[config.mk]
export PLATFORM = sky130hd
export DESIGN_NAME = l1b_top
export DESIGN_NICKNAME = d
export VERILOG_FILES = /design/src/source/l1b_bus_pkg.sv /design/src/source/l1b_map_pkg.sv /design/src/source/l1b_ctrl.sv /design/src/source/l1b_remap.sv /design/src/source/l1b_regs.sv /design/src/source/l1b_data_steer.sv /design/src/source/l1b_top.sv
export SDC_FILE = /design/constraint.sdc
export NUM_CORES = 1
export LEC_CHECK = 0
export BUFFER_PORTS_ARGS = -buffer_cell sky130_fd_sc_hd__buf_4
export CAP_MARGIN = 40
export CORE_AREA = 2 2 53 55
export DETAILED_ROUTE_END_ITERATION = 8
export DIE_AREA = 0 0 55 57
export PLACE_DENSITY = 0.76
export REMOVE_ABC_BUFFERS = 1
export SLEW_MARGIN = 20
export SYNTH_ARGS = -nofsm -noshare
export SYNTH_HDL_FRONTEND = slang
export SYNTH_SLANG_ARGS = --single-unit
[constraint.sdc]
create_clock -name cpu_ck_phi1_w -period 1.7 [get_ports cpu_ck_phi1_w]
set_input_delay 0.255 -clock cpu_ck_phi1_w [delete_from_list [all_inputs] [get_ports cpu_ck_phi1_w]]
set_output_delay 0.255 -clock cpu_ck_phi1_w [all_outputs]
set_load 0.01 [all_outputs]
[src/source/l1b_bus_pkg.sv]
`default_nettype none

// CPU bus cycle and host bus definitions shared by the whole board model
package l1b_bus_pkg;

  // One 65816 bus cycle as seen at the end of phi1
  // The bank byte comes from the multiplexed data bus
  typedef struct packed {
    logic [7:0]  bank;
    logic [15:0] addr;
    logic        vda;
    logic        vpa;
    logic        rnw;
    logic [7:0]  wdata;
  } cpu_cycle_t;

  // Signals driven towards the host side of the connector
  typedef struct packed {
    logic       addr15;
    logic       addr14;
    logic       rnw;
    logic [7:0] wdata;
    logic       wdata_en;
  } bbc_bus_t;

  // On-board RAM chip enable (active low) and address lines 18..16
  typedef struct packed {
    logic       ceb;
    logic [2:0] addr_hi;
  } ram_sel_t;

  // Host address of the paged ROM select register
  localparam logic [15:0] BBC_PAGED_ROM_SEL = 16'hFE30;
  // Bits forced high in the bank byte on a remap, landing in bank FE
  localparam logic [7:0] REMAP_BANK_MASK = 8'hFE;
  // Value the CPU read bus carries when nothing drives it
  localparam logic [7:0] CPU_RDATA_IDLE = 8'h00;

endpackage

`default_nettype wire

[src/source/l1b_map_pkg.sv]
`default_nettype none

// Layout of the map/clock register and the register selects
package l1b_map_pkg;

  // The map register, top bit first
  // hsclk_srst_b holds the clock switcher in reset while low
  typedef struct packed {
    logic       hsclk_srst_b;
    logic       hsclk_en;
    logic       rom_en;
    logic       ram_en;
    logic [1:0] hsclk_div;
    logic [1:0] cpuclk_div;
  } map_reg_t;

  // Qualified write strobes for the two internal registers
  typedef struct packed {
    logic map_cc;
    logic pagereg;
  } reg_sel_t;

  // Fields handed on to the external clock divider
  typedef struct packed {
    logic       hsclk_srst_b;
    logic [1:0] hsclk_div;
    logic [1:0] cpuclk_div;
  } clk_cfg_t;

  // Only the low four ROM select bits of FE30 are kept
  localparam int PAGEREG_SZ = 4;

  // BASIC is assumed to live in the top ROM slot
  localparam logic [PAGEREG_SZ-1:0] BASICROM_NUMBER = 4'hF;

endpackage

`default_nettype wire

[src/source/l1b_ctrl.sv]
`timescale 1ns/10ps
`default_nettype none

module l1b_ctrl (
  input  logic                   cpu_ck_phi1_w,
  input  logic                   resetb,
  input  l1b_bus_pkg::cpu_cycle_t cyc,
  input  l1b_map_pkg::map_reg_t   map,
  input  logic                   hiaddr_msb,
  output l1b_map_pkg::reg_sel_t   reg_wr,
  output logic                   map_rd,
  output logic                   hsclk_sel
);

  import l1b_bus_pkg::*;

  logic map_cc_sel;
  logic pagereg_sel;
  logic mem_cyc;
  logic hsclk_sel_q;

  // ----------------------------------------
  // Register decode
  // ----------------------------------------

  // Banks 80..BF with address bits 1:0 set hit the map register
  assign map_cc_sel = cyc.vda && (cyc.bank[7:6] == 2'b10) && (cyc.addr[1:0] == 2'b11);

  // The ROM select write is snooped on its way to the host
  // Only direct low-memory accesses count, never the high banks
  assign pagereg_sel = cyc.vda && !cyc.bank[7] && (cyc.addr == BBC_PAGED_ROM_SEL);

  // Strobes are qualified by direction here so the register block just loads
  assign reg_wr.map_cc  = map_cc_sel && !cyc.rnw;
  assign reg_wr.pagereg = pagereg_sel && !cyc.rnw;
  assign map_rd         = map_cc_sel && cyc.rnw;

  // ----------------------------------------
  // High-speed clock selection
  // ----------------------------------------

  // Any cycle that puts a valid address on the bus
  assign mem_cyc = cyc.vda || cyc.vpa;

  always_comb
  begin
    if (!map.hsclk_en)
      hsclk_sel = 1'b0;
    // Opcode fetch decides the speed from where the code lives
    else if (cyc.vpa && cyc.vda && cyc.rnw)
      hsclk_sel = hiaddr_msb;
    // Direct data accesses to high memory keep the current clock
    else if (cyc.bank[7] && mem_cyc)
      hsclk_sel = hsclk_sel_q;
    // Remapped reads keep the current clock
    else if (hiaddr_msb && cyc.rnw && mem_cyc)
      hsclk_sel = hsclk_sel_q;
    // Remapped accesses to the bottom 8K also keep it
    else if (hiaddr_msb && (cyc.addr[15:13] == 3'b000) && mem_cyc)
      hsclk_sel = hsclk_sel_q;
    // Internal cycles never change the clock
    else if (!cyc.vda && !cyc.vpa)
      hsclk_sel = hsclk_sel_q;
    // Everything else talks to the host, so fall back to the host clock
    else
      hsclk_sel = 1'b0;
  end

  // The choice is held across the edge so the next cycle can keep it
  always_ff @(posedge cpu_ck_phi1_w or negedge resetb)
  begin
    if (!resetb)
      hsclk_sel_q <= 1'b0;
    else
      hsclk_sel_q <= hsclk_sel;
  end

endmodule

`default_nettype wire

[src/source/l1b_remap.sv]
`timescale 1ns/10ps
`default_nettype none

module l1b_remap (
  input  l1b_bus_pkg::cpu_cycle_t                cyc,
  input  l1b_map_pkg::map_reg_t                  map,
  input  logic [l1b_map_pkg::PAGEREG_SZ-1:0]     pagereg,
  output logic                                  hiaddr_msb,
  output l1b_bus_pkg::ram_sel_t                  ram,
  output logic                                  bbc_addr15,
  output logic                                  bbc_addr14,
  output logic                                  bbc_rnw
);

  import l1b_bus_pkg::*;
  import l1b_map_pkg::*;

  logic       mem_cyc;
  logic       rom_remap;
  logic       ram_remap;
  logic       dummy;
  logic [7:0] hiaddr;

  assign mem_cyc = cyc.vda || cyc.vpa;

  // ----------------------------------------
  // Remap decode
  // ----------------------------------------

  // MOS ROM is copied from C000 to FBFF, which leaves the IO pages
  // and the vectors on the host
  // The paged slot at 8000 only moves while BASIC is selected
  always_comb
  begin
    rom_remap = 1'b0;
    if (map.rom_en && !cyc.bank[7] && cyc.addr[15] && mem_cyc)
    begin
      if (cyc.addr[14] && !(&cyc.addr[13:10]))
        rom_remap = 1'b1;
      else if (!cyc.addr[14] && (pagereg == BASICROM_NUMBER))
        rom_remap = 1'b1;
    end
  end

  // The whole 32K of host RAM moves when enabled
  assign ram_remap = map.ram_en && !cyc.bank[7] && !cyc.addr[15] && mem_cyc;

  // Remapped cycles end up in bank FE of the on-board RAM
  assign hiaddr     = cyc.bank | ((rom_remap || ram_remap) ? REMAP_BANK_MASK : 8'h00);
  assign hiaddr_msb = hiaddr[7];

  // ----------------------------------------
  // RAM and host address lines
  // ----------------------------------------

  // Banks C0 and up are served by the on-board RAM
  assign ram.ceb     = !(mem_cyc && (hiaddr[7:6] == 2'b11));
  assign ram.addr_hi = hiaddr[2:0];

  // A direct high-memory access still runs a host cycle, so turn it
  // into a harmless read of the ROM area
  assign dummy = cyc.bank[7];

  assign bbc_addr15 = dummy ? 1'b1 : cyc.addr[15];
  assign bbc_addr14 = dummy ? 1'b0 : cyc.addr[14];
  assign bbc_rnw    = cyc.rnw || dummy;

endmodule

`default_nettype wire

[src/source/l1b_regs.sv]
`timescale 1ns/10ps
`default_nettype none

module l1b_regs (
  input  logic                               cpu_ck_phi1_w,
  input  logic                               resetb,
  input  l1b_map_pkg::reg_sel_t               reg_wr,
  input  logic [7:0]                         wdata,
  output l1b_map_pkg::map_reg_t               map,
  output logic [l1b_map_pkg::PAGEREG_SZ-1:0]  pagereg,
  output l1b_map_pkg::clk_cfg_t               clk_cfg
);

  import l1b_map_pkg::*;

  map_reg_t              map_q;
  logic [PAGEREG_SZ-1:0] pagereg_q;

  // Both registers load at the edge that closes the write cycle
  // The map register comes out of reset with every feature off
  always_ff @(posedge cpu_ck_phi1_w or negedge resetb)
  begin
    if (!resetb)
    begin
      map_q     <= '0;
      pagereg_q <= '0;
    end
    else
    begin
      if (reg_wr.map_cc)
        map_q <= map_reg_t'(wdata);
      // Shadow of FE30, only the slot number bits matter
      if (reg_wr.pagereg)
        pagereg_q <= wdata[PAGEREG_SZ-1:0];
    end
  end

  assign map     = map_q;
  assign pagereg = pagereg_q;

  // Clock fields for the divider outside this model
  assign clk_cfg.hsclk_srst_b = map_q.hsclk_srst_b;
  assign clk_cfg.hsclk_div    = map_q.hsclk_div;
  assign clk_cfg.cpuclk_div   = map_q.cpuclk_div;

endmodule

`default_nettype wire

[src/source/l1b_data_steer.sv]
`timescale 1ns/10ps
`default_nettype none

module l1b_data_steer (
  input  l1b_bus_pkg::cpu_cycle_t cyc,
  input  logic                   bbc_rnw,
  input  logic                   hiaddr_msb,
  input  logic                   map_rd,
  input  l1b_map_pkg::map_reg_t   map,
  input  logic [7:0]             bbc_rdata,
  output logic [7:0]             cpu_rdata,
  output logic                   cpu_rdata_en,
  output logic [7:0]             bbc_wdata,
  output logic                   bbc_wdata_en
);

  import l1b_bus_pkg::*;

  // ----------------------------------------
  // Read path to the CPU
  // ----------------------------------------

  // The map register wins over the host bus
  // High-memory reads are answered by the RAM itself, so the glue stays off
  always_comb
  begin
    if (map_rd)
    begin
      cpu_rdata    = map;
      cpu_rdata_en = 1'b1;
    end
    else if (cyc.rnw && !hiaddr_msb)
    begin
      cpu_rdata    = bbc_rdata;
      cpu_rdata_en = 1'b1;
    end
    else
    begin
      cpu_rdata    = CPU_RDATA_IDLE;
      cpu_rdata_en = 1'b0;
    end
  end

  // ----------------------------------------
  // Write path to the host
  // ----------------------------------------

  // The host only sees write data when its own rnw says write,
  // which already excludes dummy cycles
  assign bbc_wdata    = cyc.wdata;
  assign bbc_wdata_en = !bbc_rnw;

endmodule

`default_nettype wire

[src/source/l1b_top.sv]
`timescale 1ns/10ps
`default_nettype none

module l1b_top (
  input  logic                   cpu_ck_phi1_w,
  input  logic                   resetb,
  input  l1b_bus_pkg::cpu_cycle_t cyc,
  input  logic [7:0]             bbc_rdata,
  output l1b_bus_pkg::ram_sel_t   ram,
  output l1b_bus_pkg::bbc_bus_t   bbc,
  output logic [7:0]             cpu_rdata,
  output logic                   cpu_rdata_en,
  output logic                   hsclk_sel,
  output l1b_map_pkg::clk_cfg_t   clk_cfg
);

  l1b_map_pkg::map_reg_t              map;
  logic [l1b_map_pkg::PAGEREG_SZ-1:0] pagereg;
  l1b_map_pkg::reg_sel_t              reg_wr;
  logic                               map_rd;
  logic                               hiaddr_msb;
  logic                               bbc_addr15;
  logic                               bbc_addr14;
  logic                               bbc_rnw;
  logic [7:0]                         bbc_wdata;
  logic                               bbc_wdata_en;

  // Register decode and clock selection
  l1b_ctrl i_l1b_ctrl (
    .cpu_ck_phi1_w (cpu_ck_phi1_w),
    .resetb        (resetb),
    .cyc           (cyc),
    .map           (map),
    .hiaddr_msb    (hiaddr_msb),
    .reg_wr        (reg_wr),
    .map_rd        (map_rd),
    .hsclk_sel     (hsclk_sel)
  );

  // Bank remapping, RAM select and host address
  l1b_remap i_l1b_remap (
    .cyc        (cyc),
    .map        (map),
    .pagereg    (pagereg),
    .hiaddr_msb (hiaddr_msb),
    .ram        (ram),
    .bbc_addr15 (bbc_addr15),
    .bbc_addr14 (bbc_addr14),
    .bbc_rnw    (bbc_rnw)
  );

  // Map register and ROM select shadow
  l1b_regs i_l1b_regs (
    .cpu_ck_phi1_w (cpu_ck_phi1_w),
    .resetb        (resetb),
    .reg_wr        (reg_wr),
    .wdata         (cyc.wdata),
    .map           (map),
    .pagereg       (pagereg),
    .clk_cfg       (clk_cfg)
  );

  // Data in both directions
  l1b_data_steer i_l1b_data_steer (
    .cyc          (cyc),
    .bbc_rnw      (bbc_rnw),
    .hiaddr_msb   (hiaddr_msb),
    .map_rd       (map_rd),
    .map          (map),
    .bbc_rdata    (bbc_rdata),
    .cpu_rdata    (cpu_rdata),
    .cpu_rdata_en (cpu_rdata_en),
    .bbc_wdata    (bbc_wdata),
    .bbc_wdata_en (bbc_wdata_en)
  );

  // Collect the host side into one bundle
  assign bbc.addr15   = bbc_addr15;
  assign bbc.addr14   = bbc_addr14;
  assign bbc.rnw      = bbc_rnw;
  assign bbc.wdata    = bbc_wdata;
  assign bbc.wdata_en = bbc_wdata_en;

endmodule

`default_nettype wire

### After elaboration in Yosys (flattened, before gate mapping)

Index checks and enable logic that the tools add are counted.

| word-level totals | value |
|---|---|
| bits in registers | 13 |
| input bits | 45 |
| word-level logic and storage cells | 70 |

| cells by class | value |
|---|---|
| eq/ne operators | 5 |
| muxes and demuxes | 16 |
| bitwise gates (word level) | 1 |
| reduce and logical (&&, ||, !) cells | 40 |

Operators by type and width:

| kind | number |
|---|---|
| $logic_and 1x1->1 | 25 |
| $mux 8 | 3 |
| $eq 16x16->1 const B | 1 |
| $mux 1 | 13 |
| $logic_not 1->1 | 10 |
| $or 8x8->8 | 1 |
| $eq 2x2->1 const B | 3 |
| $eq 4x4->1 const B | 1 |
| $reduce_and 4->1 | 1 |
| $logic_not 3->1 | 1 |
| $logic_or 1x1->1 | 3 |

### Longest topological paths before layout

Gate-level depths: netlist (run 1).

| depth | value |
|---|---|
| word-level depth | 15 |
| mapped depth | 4 |
| mapped depth without buffers | 4 |

### Modules after synthesis

A second synthesis (run 1) with hierarchy kept.

| second synthesis, totals | value |
|---|---|
| cells, all modules | 108 |
| area total of the unflattened synthesis | 1,098.6 um^2 |

Modules (own cells, without submodules):

| module | times used | cells an instance | area each (um^2) |
|---|---|---|---|
| l1b_regs | 1 | 30 | 514.2 |
| l1b_data_steer | 1 | 36 | 239.0 |
| l1b_remap | 1 | 17 | 165.2 |
| l1b_ctrl | 1 | 21 | 150.1 |
| l1b_top | 1 | 4 | 30.0 |

### Worst setup path before layout (run 1)

OpenSTA, ideal clock, no wires.

| path | value |
|---|---|
| kind | reg2out |
| start | register i_l1b_regs.map_q, in the netlist i_l1b_regs.map[4] |
| end | output ram[3] (netlist bit) |
| data arrival time | 1,388 ps |
| data required time | 1,445 ps |
| setup slack | 57 ps |
| stages on the path, launching flop included | 5 |
| path buffers | 0 |
| cells stage by stage | dfrtp_1 nor2b_1 or3_4 and3_1 o21ai_0 |

RTL lines:

| item | RTL line | RTL |
|---|---|---|
| from (decl) | l1b_regs.sv:16 | `map_reg_t map_q;` |
| from (signal assigned) | l1b_regs.sv:31 | `map_q <= map_reg_t'(wdata);` |
| to (decl) | l1b_top.sv:9 | `output l1b_bus_pkg::ram_sel_t ram,` |

### Worst setup path after layout (run 1)

| path | value |
|---|---|
| start | register i_l1b_regs.map_q, in the netlist i_l1b_regs.map[4] |
| end | output cpu_rdata[0] |

| between the ends | value |
|---|---|
| longest elaborated chain between the ends | 10 |

RTL lines:

| item | RTL line | RTL |
|---|---|---|
| $logic_and 1x1->1 (3 in a row) | l1b_remap.sv:46 | `assign ram_remap = map.ram_en && !cyc.bank[7] && !cyc.addr[15] && mem_cyc;` |
| $logic_or 1x1->1 | l1b_remap.sv:49 | `assign hiaddr = cyc.bank \| ((rom_remap \|\| ram_remap) ? REMAP_BANK_MASK : 8'h00);` |
| $mux 8 | l1b_remap.sv:49 |  |
| $or 8x8->8 | l1b_remap.sv:49 |  |
| $logic_not 1->1 | l1b_data_steer.sv:32 | `else if (cyc.rnw && !hiaddr_msb)` |
| $logic_and 1x1->1 | l1b_data_steer.sv:32 |  |
| $mux 8 | l1b_data_steer.sv:32 |  |
| $mux 8 | l1b_data_steer.sv:27 | `if (map_rd)` |
| to (decl) | l1b_top.sv:11 | `output logic [7:0] cpu_rdata,` |

Every way passes these cells.

==> flow_metrics.tcl, run 1 <==
set metrics [dict create \
    yosysSeqAreaShare 0.347 \
    p_per_area_mw_per_mm2 588 \
    hold_path_depth 2 \
    reg2reg_depth 8 \
    wl_met1_um 1050 \
    ys_ff_latch 13 \
    power.leakage_nw 0.812 \
    timing.slew.headroom 0.739 \
    hold_violations 0 \
    layout_setup_ws_ps -349 \
    holdWs_ps 227 \
    fp.dieW_um 55 \
    slew_violations 0 \
    vias 956 \
    crit_arrival_ps 1790 \
    dpl_worst_slack_ps -164 \
    htreeDepth 1 \
    setup.worst_path.class "register to output pin" \
    netlist_area_um2 938 \
    start_util 0.359 \
    maxCapViolCount 0 \
    area_delta_synth_final_pct 66.3 \
    routed_wl_um 2760 \
    cts_buffers 3 \
    violations "setup timing" \
    ys_warn_count 0 \
    grt_pass1_wl_um 4350 \
    portBuffers 70 \
    drt_iter0_drc 3 \
    gp_congestion 0.666 \
    cp_max_fo 8 \
    synthDistinctLibCells 28 \
    die-area_mm2 0.00314 \
    start_kind "register" \
    skew_ps 0.984 \
    period_minus_slack_ps 2050 \
    finalCritPeriodShare 1.21 \
    max_freq_mhz 488 \
    syn_area_per_cell_um2 10.5 \
    groute.usage.overall 0.189 \
    cts-root-buf "clkbuf_4" \
    diodes 0 \
    worstPathRequired_ps 1440 \
    wl_per_cell_um 14.5 \
    clk_pin_slew_ps 70 \
    core_mm2 0.00262 \
    tightest_slew_ps 390 \
    rsz0062_at_grt "yes" \
    end_kind "output pin" \
    cts_sinks 13 \
    cts_tree "yes" \
    die_h_um 57 \
    grt_overflow 0 \
    drc 0 \
    detail-route-antenna-nets 0 \
    drive_gt1_frac 0.686 \
    syn-instance-count 89 \
    hold_class "input pin to register" \
    io_pins 76 \
    routed_via_density 5.03 \
    final_common_cell "buf_4" \
    antenna_found_initial 0 \
    wl_met3_um 245 \
    firstDrtPassIters 4 \
    ir_drop_v 0.000484 \
    route.met2.wl_um 1420 \
    rows 19 \
    fin_nets 205 \
    cts_max_path_buffers 2 \
    status "finished with violations" \
    setup_viol_count_final 14 \
    hpwl_um 2140 \
    grt_max_degree 14 \
    grt_pass1_vias 1016 \
    mostFrequentLayoutCells "buf_4 (79), dfrtp_1 (13), mux2_2 (12)" \
    clk-insertion-delay-late_ps 270 \
    maxUsedRoutingLayer "met4" \
]
==> cell usage after synthesis <==
| cell | count | area share |
|---|---|---|
| or3_4 | 1 | 0.012 |
| nand2b_1 | 1 | 0.0067 |
| a41oi_4 | 1 | 0.029 |
| o21ai_0 | 2 | 0.011 |
| nor3_1 | 1 | 0.0053 |
| a22o_1 | 8 | 0.075 |
| o2111ai_1 | 1 | 0.0093 |
| and2b_1 | 1 | 0.0080 |
| and3_1 | 3 | 0.020 |
| inv_1 | 3 | 0.012 |
| or2_2 | 1 | 0.0067 |
| and4_1 | 1 | 0.0093 |
| nor4b_1 | 1 | 0.0093 |
| dfrtp_1 | 13 | 0.35 |
| a31oi_1 | 1 | 0.0067 |
| nor4bb_1 | 2 | 0.021 |
| buf_4 | 18 | 0.14 |
| mux2_2 | 12 | 0.14 |
| nor2_4 | 1 | 0.012 |
| nand4_1 | 1 | 0.0067 |
| nand4b_1 | 1 | 0.0093 |
| nand4_2 | 1 | 0.013 |
| nand3_1 | 1 | 0.0053 |
| nor2b_1 | 2 | 0.013 |
| a21o_1 | 4 | 0.032 |
| nor2_2 | 1 | 0.0067 |
| a21oi_1 | 1 | 0.0053 |
| nor2_1 | 5 | 0.020 |
==> final timing paths <==
| check | slack, ps | startpoint | endpoint |
|---|---|---|---|
| min reg2reg | 520 | i_l1b_regs.pagereg[1] | i_l1b_regs.pagereg[1] |
| max in group asynchronous | 1180 | resetb | i_l1b_regs.map[6] |
| max reg2reg | -100 | i_l1b_regs.map[4] | i_l1b_ctrl.hsclk_sel_q |
| max | -350 | i_l1b_regs.map[4] | cpu_rdata[0] |
| min in group asynchronous | 360 | resetb | i_l1b_regs.clk_cfg[1] |
| min | 230 | cyc[7] | i_l1b_regs.clk_cfg[4] |
==> critical path: stages (launching register included) <==
cell and delay, ps:
dfrtp_1 400, nor2b_4 140, or3_4 390, a41oi_4 180, buf_12 150, a22o_1 140, buf_4 120
==> report_power, final <==
| group | leakage (nW) | internal [mW] | switching [mW] |
|---|---|---|---|
| clock network | 0.0150 | 0.0909 | 0.0899 |
| registers | 0.172 | 0.347 | 0.0303 |
| logic | 0.625 | 0.219 | 0.140 |
==> kinds of logic (layout without fill, tap and decap cells) <==
family,count (synthesis),after routing,synth area share
AOI/OAI and AO/OA,18,18,0.168
buffers and inverters,21,91,0.156
DFF,13,13,0.347
muxes,12,12,0.144
and+or+nand+nor,25,25,0.185
==> per-stage QoR <==
stage | util | total power [mW] | std cells | cell area [um^2] | TNS, ps
3_5_place_dp | 0.540 | 0.704 | 178 | 1410 | -1500
4_1_cts | 0.588 | 0.918 | 190 | 1540 | -3720
3_3_place_gp | 0.540 | 0.695 | 178 | 1410 | -847
6_report | 0.597 | 0.918 | 190 | 1560 | -3890
2_1_floorplan | - | 0.493 | 71 | 803 | 0
5_1_grt | 0.597 | 0.974 | 190 | 1560 | -4890
==> registers in the layout, indices dropped and copies added (netlist names) <==
| name | cells |
|---|---|
| i_l1b_ctrl.hsclk_sel_q | 1 |
| i_l1b_regs.clk_cfg | 5 |
| i_l1b_regs.map | 3 |
| i_l1b_regs.pagereg | 4 |
==> timing repair <==
| action | 4_1_cts | 5_1_grt |
|---|---|---|
| gates resized for setup | 7 | 4 |
| pin swaps | 7 | 4 |
| endpoints found under the hold margin | 13 | 0 |
| setup buffers | 7 | 0 |
| setup endpoints to repair | 13 | 14 |
| hold buffers | 1 | 0 |
==> final cells by class <==
cell class                      count  area [um^2]
Inverter                            3         11.3
Timing Repair Buffer               84          657
Clock buffer                        4         26.3
Tap cell                           31         38.8
Sequential cell                    13          325
Multi-Input combinational cell     55          502
Fill cell                         241         1050
==> metal layers <==
metal,global-route usage,vias to the layer above
met5,0,-
met4,0.0557,0
met3,0.0262,6
met2,0.342,57
met1,0.224,441
li1,-,452
No activity file was read; power rests on OpenSTA's default activity.
==> inputs of run 2 (changes only) <==
CELL_PAD_IN_SITES_DETAIL_PLACEMENT = 1   (was not set)
CELL_PAD_IN_SITES_GLOBAL_PLACEMENT = 2   (was not set)
CORE_AREA = 2 2 72 74   (was 2 2 53 55)
DIE_AREA = 0 0 74 76   (was 0 0 55 57)
GPL_TIMING_DRIVEN = 0   (was not set)
PLACE_DENSITY = not set   (was 0.76)
PLACE_DENSITY_LB_ADDON = 0.1   (was not set)
clock period = 2.3 ns   (was 1.7 ns; I/O delays follow)
==> run 2 against run 1 <==
Compared with the run above:
- sequential cell count stayed put
- clock-buffer cell count stayed put
- the run now ends clean
- critical path type unchanged
- via count is 7.2% lower
- critical path depth is 1 lower
- design area is 5.7% lower
- clock skew is 3.0 ps higher
- largest cell class unchanged
- non-clock buffer count is 13 lower
==> flow_metrics.tcl, run 2 (same netlist as run 1, synthesis figures left out) <==
set metrics [dict create \
    status "completed" \
    ir_drop_v 0.000341 \
    hold_path_depth 2 \
    vias 887 \
    grt_overflow 0 \
    reg2reg_depth 4 \
    holdWs_ps 345 \
    rows 26 \
    gp_congestion 0.664 \
    drc 0 \
    maxCapViolCount 0 \
    worstPathRequired_ps 1960 \
    cts_tree "yes" \
    final_common_cell "buf_4" \
    hpwl_um 2360 \
    clk-insertion-delay-late_ps 240 \
    final_util 0.300 \
    cts_sinks 13 \
    power.internal_uw 514 \
    critPathBufInv 1 \
    routed_wl_um 2810 \
    crit_arrival_ps 1800 \
    path_depth 5 \
    cts-root-buf "clkbuf_8" \
    place_area_mm2 0.00142 \
    detail-route-antenna-nets 0 \
    io_pins 76 \
    combPwrFrac 0.322 \
    register_area_um2 325 \
    cpPeakStageDelay_ps 400 \
    die_h_um 76 \
    hold_class "input pin to register" \
    setup.worst_path.class "register to output pin" \
    rsz0062_at_grt "no" \
    die-area_mm2 0.00562 \
    end_kind "output pin" \
    seqPwrFrac 0.398 \
    firstDrtPassIters 3 \
    multi_input_area_um2 467 \
    diodes 0 \
    fp.dieW_um 74 \
    max_freq_mhz 466 \
    portBuffers 70 \
    fin_nets 192 \
    period_minus_slack_ps 2150 \
    drive_gt1_frac 0.623 \
    grt_pass1_wl_um 4590 \
    core_mm2 0.00491 \
    path_cells "nor2b_1, or3_4, a41oi_4, a22o_1, buf_4" \
    area_delta_synth_final_pct 56.8 \
    switchingPower_uw 190 \
    slew_violations 0 \
    fill_cells 561 \
    fin_tns_setup_ps 0 \
    p_sw_frac 0.270 \
    routed_via_density 4.11 \
    cts_buffers 3 \
    crit_family "simple AND/OR/NAND/NOR gates" \
    start_kind "register" \
    clk_pin_slew_ps 50 \
    drt_iter0_drc 11 \
    mostFrequentLayoutCells "buf_4 (70), dfrtp_1 (13), mux2_2 (12)" \
    cts_max_path_buffers 2 \
    hold_violations 0 \
    wl_per_cell_um 13.0 \
    tightest_slew_ps 442 \
    antenna_found_initial 0 \
    grt_pass1_vias 975 \
    skew_ps 3.94 \
    largest_reg_flops 5 \
    post_cts_resized 0 \
    power.leakage_nw 0.742 \
    start_util 0.191 \
    timing.slew.headroom 0.704 \
    slowest_stage "or3_4" \
    cp_max_fo 8 \
    setup_viol_count_final 0 \
    grt_max_degree 14 \
    groute.usage.overall 0.104 \
    p_per_area_mw_per_mm2 478 \
    finalCritPeriodShare 0.933 \
    design_area_mm2 0.00147 \
    power_frac_clock 0.281 \
    htreeDepth 1 \
]
-- run 2: cell count changes in the layout (fill, tap and decap cells not counted), moves of 3 or more --
cell      before  now
buf_4         79   70
buf_6          3    0
clkbuf_4       3    0
clkbuf_8       0    3
-- run 2: worst register-to-register path: stages, from the launching register on --
cell and delay, ps:
dfrtp_1 390, nor2b_1 160, or3_4 400, o2111ai_1 130, a21oi_1 120
-- run 2: area by class of cell --
type | instances | share of cell area
timing repair buffer | 71 | 0.364
sequential | 13 | 0.221
clock buffer | 4 | 0.0306
inverter | 3 | 0.00765
tap | 70 | 0.0595
multi-input combinational | 55 | 0.317
-- run 2: layer usage --
layer | routed length (um) | GRT usage | up-vias
met1 | 1120 | 0.132 | 420
met4 | 38 | 0.0436 | 0
li1 | - | - | 425
met2 | 1450 | 0.171 | 38
met5 | 0 | 0 | -
met3 | 201 | 0.0185 | 4
-- run 2: timing repair --
item	4_1_cts	5_1_grt
buffers inserted	0	0
hold buffers	1	0
setup endpoints to repair	0	7
hold endpoints to repair	13	0
-- run 2: stage by stage --
step | worst slack [ps] | cells | power (mW)
floorplan | 567 | 71 | 0.365
global placement | 326 | 211 | 0.510
detailed placement | 307 | 211 | 0.514
CTS | 31.6 | 216 | 0.722
global route | 45.9 | 216 | 0.751
finish | 153 | 216 | 0.704
-- run 2: path summary, 6_finish.rpt --
path / from / slack [ps] / to
min in group asynchronous: resetb / 490 / i_l1b_regs.clk_cfg[4]
max reg2reg: i_l1b_regs.map[4] / 960 / i_l1b_ctrl.hsclk_sel_q
min: cyc[7] / 350 / i_l1b_regs.clk_cfg[4]
min reg2reg: i_l1b_regs.pagereg[2] / 500 / i_l1b_regs.pagereg[2]
max: i_l1b_regs.map[4] / 150 / cpu_rdata[0]
max in group asynchronous: resetb / 1650 / i_l1b_regs.clk_cfg[2]
-- run 2: power groups by stage --
stage,Sequential [mW],Combinational (mW),Clock (mW)
floorplan,0.286,0.0789,0
global placement,0.284,0.226,0
detailed placement,0.285,0.230,0
CTS,0.282,0.231,0.209
global route,0.286,0.247,0.218
finish,0.280,0.226,0.198
==> inputs of run 3 (changes only) <==
ABC_AREA = 1   (was not set)
CORE_AREA = 2 2 75 77   (was 2 2 72 74)
DIE_AREA = 0 0 77 79   (was 0 0 74 76)
==> run 3 against run 2 <==
Compared with the run above:
- final cell count up 21%
- highest routed layer unchanged
- power up 0.62%
- largest cell class unchanged
- core utilization down 1.8 points
- largest power group unchanged
==> flow_metrics.tcl, run 3 <==
set metrics [dict create \
    routed_via_density 4.01 \
    clk-insertion-delay-late_ps 240 \
    diodes 0 \
    cts_sinks 13 \
    core_mm2 0.00534 \
    fill_cells 691 \
    portBuffers 70 \
    stdcell_count 261 \
    setup_viol_count_final 0 \
    mostFrequentLayoutCells "buf_4 (70), nand2_1 (32), nand3_1 (20)" \
    hold_class "input pin to register" \
    io_pins 76 \
    yosysSeqAreaShare 0.330 \
    ff2ff_setup_slack_ps 930 \
    path_cells "nand3_1, nor2_1, nand3_1, nand2_1, nor2_4, nand2_1, nand2_1, a21oi_1, buf_4" \
    gp_congestion 0.747 \
    startpoint "i_l1b_regs.map[5]" \
    place_area_mm2 0.00144 \
    rows 27 \
    rsz0062_at_grt "no" \
    skew_ps 4.53 \
    final_common_cell "buf_4" \
    critPathBufInv 1 \
    die_h_um 79 \
    combPwrFrac 0.315 \
    power.leakage_nw 0.825 \
    r2r_start "i_l1b_regs.map[5]" \
    grt_overflow 0 \
    drc 0 \
    netlist_area_um2 985 \
    ys_top_cells_by_count "nand2_1 (32), nand3_1 (20), buf_4 (18)" \
    finalCritPeriodShare 0.860 \
    worstPathRequired_ps 1960 \
    tightest_slew_ps 525 \
    slew_violations 0 \
    post-place-cells 256 \
    switchingPower_uw 208 \
    fp.dieW_um 77 \
    antenna_found_initial 0 \
    critPathMostFrequentCell "nand2_1" \
    cpPeakStageDelay_ps 390 \
    grt_pass1_wl_um 5310 \
    cts_tree "yes" \
    path_depth 9 \
    area_delta_synth_final_pct 52.7 \
    htreeDepth 1 \
    cp_max_fo 11 \
    grt_pass1_vias 1087 \
    groute.usage.overall 0.108 \
    post_cts_buffers 0 \
    synth_top_area_cell "dfrtp_1" \
    synth_area_leaders "dfrtp_1 (33%), buf_4 (14%), nand2_1 (12%), nand3_1 (10%), inv_1 (5.3%)" \
    period_minus_slack_ps 1980 \
    cts_buffers 3 \
    setup.worst_path.class "register to output pin" \
    largest_reg_flops 5 \
    design_area_mm2 0.00150 \
    start_kind "register" \
    post-synth-top-count-cell "nand2_1" \
    cp-endpoint "hsclk_sel" \
    slowest_stage "dfrtp_1" \
    routed_wl_um 3190 \
    fin_tns_setup_ps 0 \
    maxCapViolCount 0 \
    firstDrtPassIters 4 \
    p_sw_frac 0.293 \
    drt_iter0_drc 31 \
    die-area_mm2 0.00608 \
    grt_max_degree 19 \
    crit_arrival_ps 1630 \
    ys_ff_latch 13 \
    synth_async_sr_flop_share 1.00 \
    start_util 0.184 \
    reg2reg_to "i_l1b_ctrl.hsclk_sel_q" \
    seqPwrFrac 0.396 \
    crit_family "simple AND/OR/NAND/NOR gates" \
    synth_top_area_share 0.330 \
    synthDistinctLibCells 23 \
    power_frac_clock 0.290 \
    syn-instance-count 136 \
    synth-main-ff-cell "dfrtp_1" \
    drive_gt1_frac 0.444 \
    p_per_area_mw_per_mm2 471 \
    timing.slew.headroom 0.649 \
    hpwl_um 2670 \
    synth_edf_count 0 \
    cts-root-buf "clkbuf_8" \
    wl_per_cell_um 12.2 \
    detail-route-antenna-nets 0 \
    clk_pin_slew_ps 50 \
    layout_setup_ws_ps 322 \
    ir_drop_v 0.000270 \
    hold_violations 0 \
    syn_area_per_cell_um2 7.24 \
    ys_warn_count 0 \
    fin_nets 235 \
    end_kind "output pin" \
    reg2reg_depth 8 \
    vias 1047 \
    dpl_worst_slack_ps -88.8 \
    power.internal_uw 501 \
    cts_max_path_buffers 2 \
    max_freq_mhz 506 \
    status "completed" \
]
run 3: changes by cell type after synthesis, moves of 3 or more:
cell | before | now
and3_1 | 3 | 0
a21o_1 | 4 | 0
nor2_1 | 5 | 9
a22o_1 | 8 | 0
inv_1 | 3 | 14
nand2_1 | 0 | 32
nand3_1 | 1 | 20
o21ai_0 | 2 | 9
mux2_2 | 12 | 2
run 3: through the flow:
stage | utilization | hold slack, ps | total power, mW
2_1_floorplan | - | 49.4 | 0.357
3_3_place_gp | 0.270 | 205 | 0.506
3_5_place_dp | 0.270 | 206 | 0.510
4_1_cts | 0.281 | 342 | 0.723
5_1_grt | 0.282 | 345 | 0.760
6_report | 0.282 | 348 | 0.708
run 3: layout make-up:
| type | count | area, um^2 | share of cell area |
|---|---|---|---|
| Sequential cell | 13 | 325 | 0.216 |
| Multi-Input combinational cell | 86 | 450 | 0.300 |
| Timing Repair Buffer | 71 | 536 | 0.356 |
| Inverter | 15 | 56.3 | 0.0374 |
| Tap cell | 72 | 90.1 | 0.0599 |
| Clock buffer | 3 | 41.3 | 0.0275 |
| Clock inverter | 1 | 5.00 | 0.00333 |
run 3: logic make-up after synthesis:
logic type | synth area share
buf+inv | 0.220
compound gates | 0.0661
mux | 0.0534
flops | 0.330
simple gates | 0.330
run 3: worst min path at each step:
stage / start / endpoint / slack (ps) / cells after the start
finish: cyc[6] / i_l1b_regs.map[6] / 350 / 2
global route: cyc[7] / i_l1b_regs.clk_cfg[4] / 350 / 2
CTS: cyc[7] / i_l1b_regs.clk_cfg[4] / 340 / 2
detailed placement: resetb / i_l1b_ctrl.hsclk_sel_q / 210 / 1
global placement: resetb / i_l1b_ctrl.hsclk_sel_q / 200 / 1
floorplan: resetb / i_l1b_ctrl.hsclk_sel_q / 50 / 0
run 3: power by group through the flow:
stage / combinational [mW] / clock (mW) / sequential, mW
after global routing: 0.248 / 0.227 / 0.285
final: 0.223 / 0.205 / 0.280
after CTS: 0.227 / 0.215 / 0.281
after global placement: 0.222 / 0 / 0.284
after detailed placement: 0.224 / 0 / 0.285
after floorplan: 0.0715 / 0 / 0.286
run 3: layer usage:
| layer | wire length (um) | share of wire | GRT usage |
|---|---|---|---|
| met2 | 1720 | 0.54 | 0.196 |
| met5 | 0 | 0 | 0 |
| met4 | 13 | 0.0041 | 0.0214 |
| met1 | 1300 | 0.41 | 0.127 |
| met3 | 156 | 0.049 | 0.0307 |
run 3: repair_timing:
action	4_1_cts	5_1_grt
resized for setup	1	1
pin swaps	0	0
hold endpoints to repair	13	0
setup endpoints to repair	11	6
hold buffers	1	0
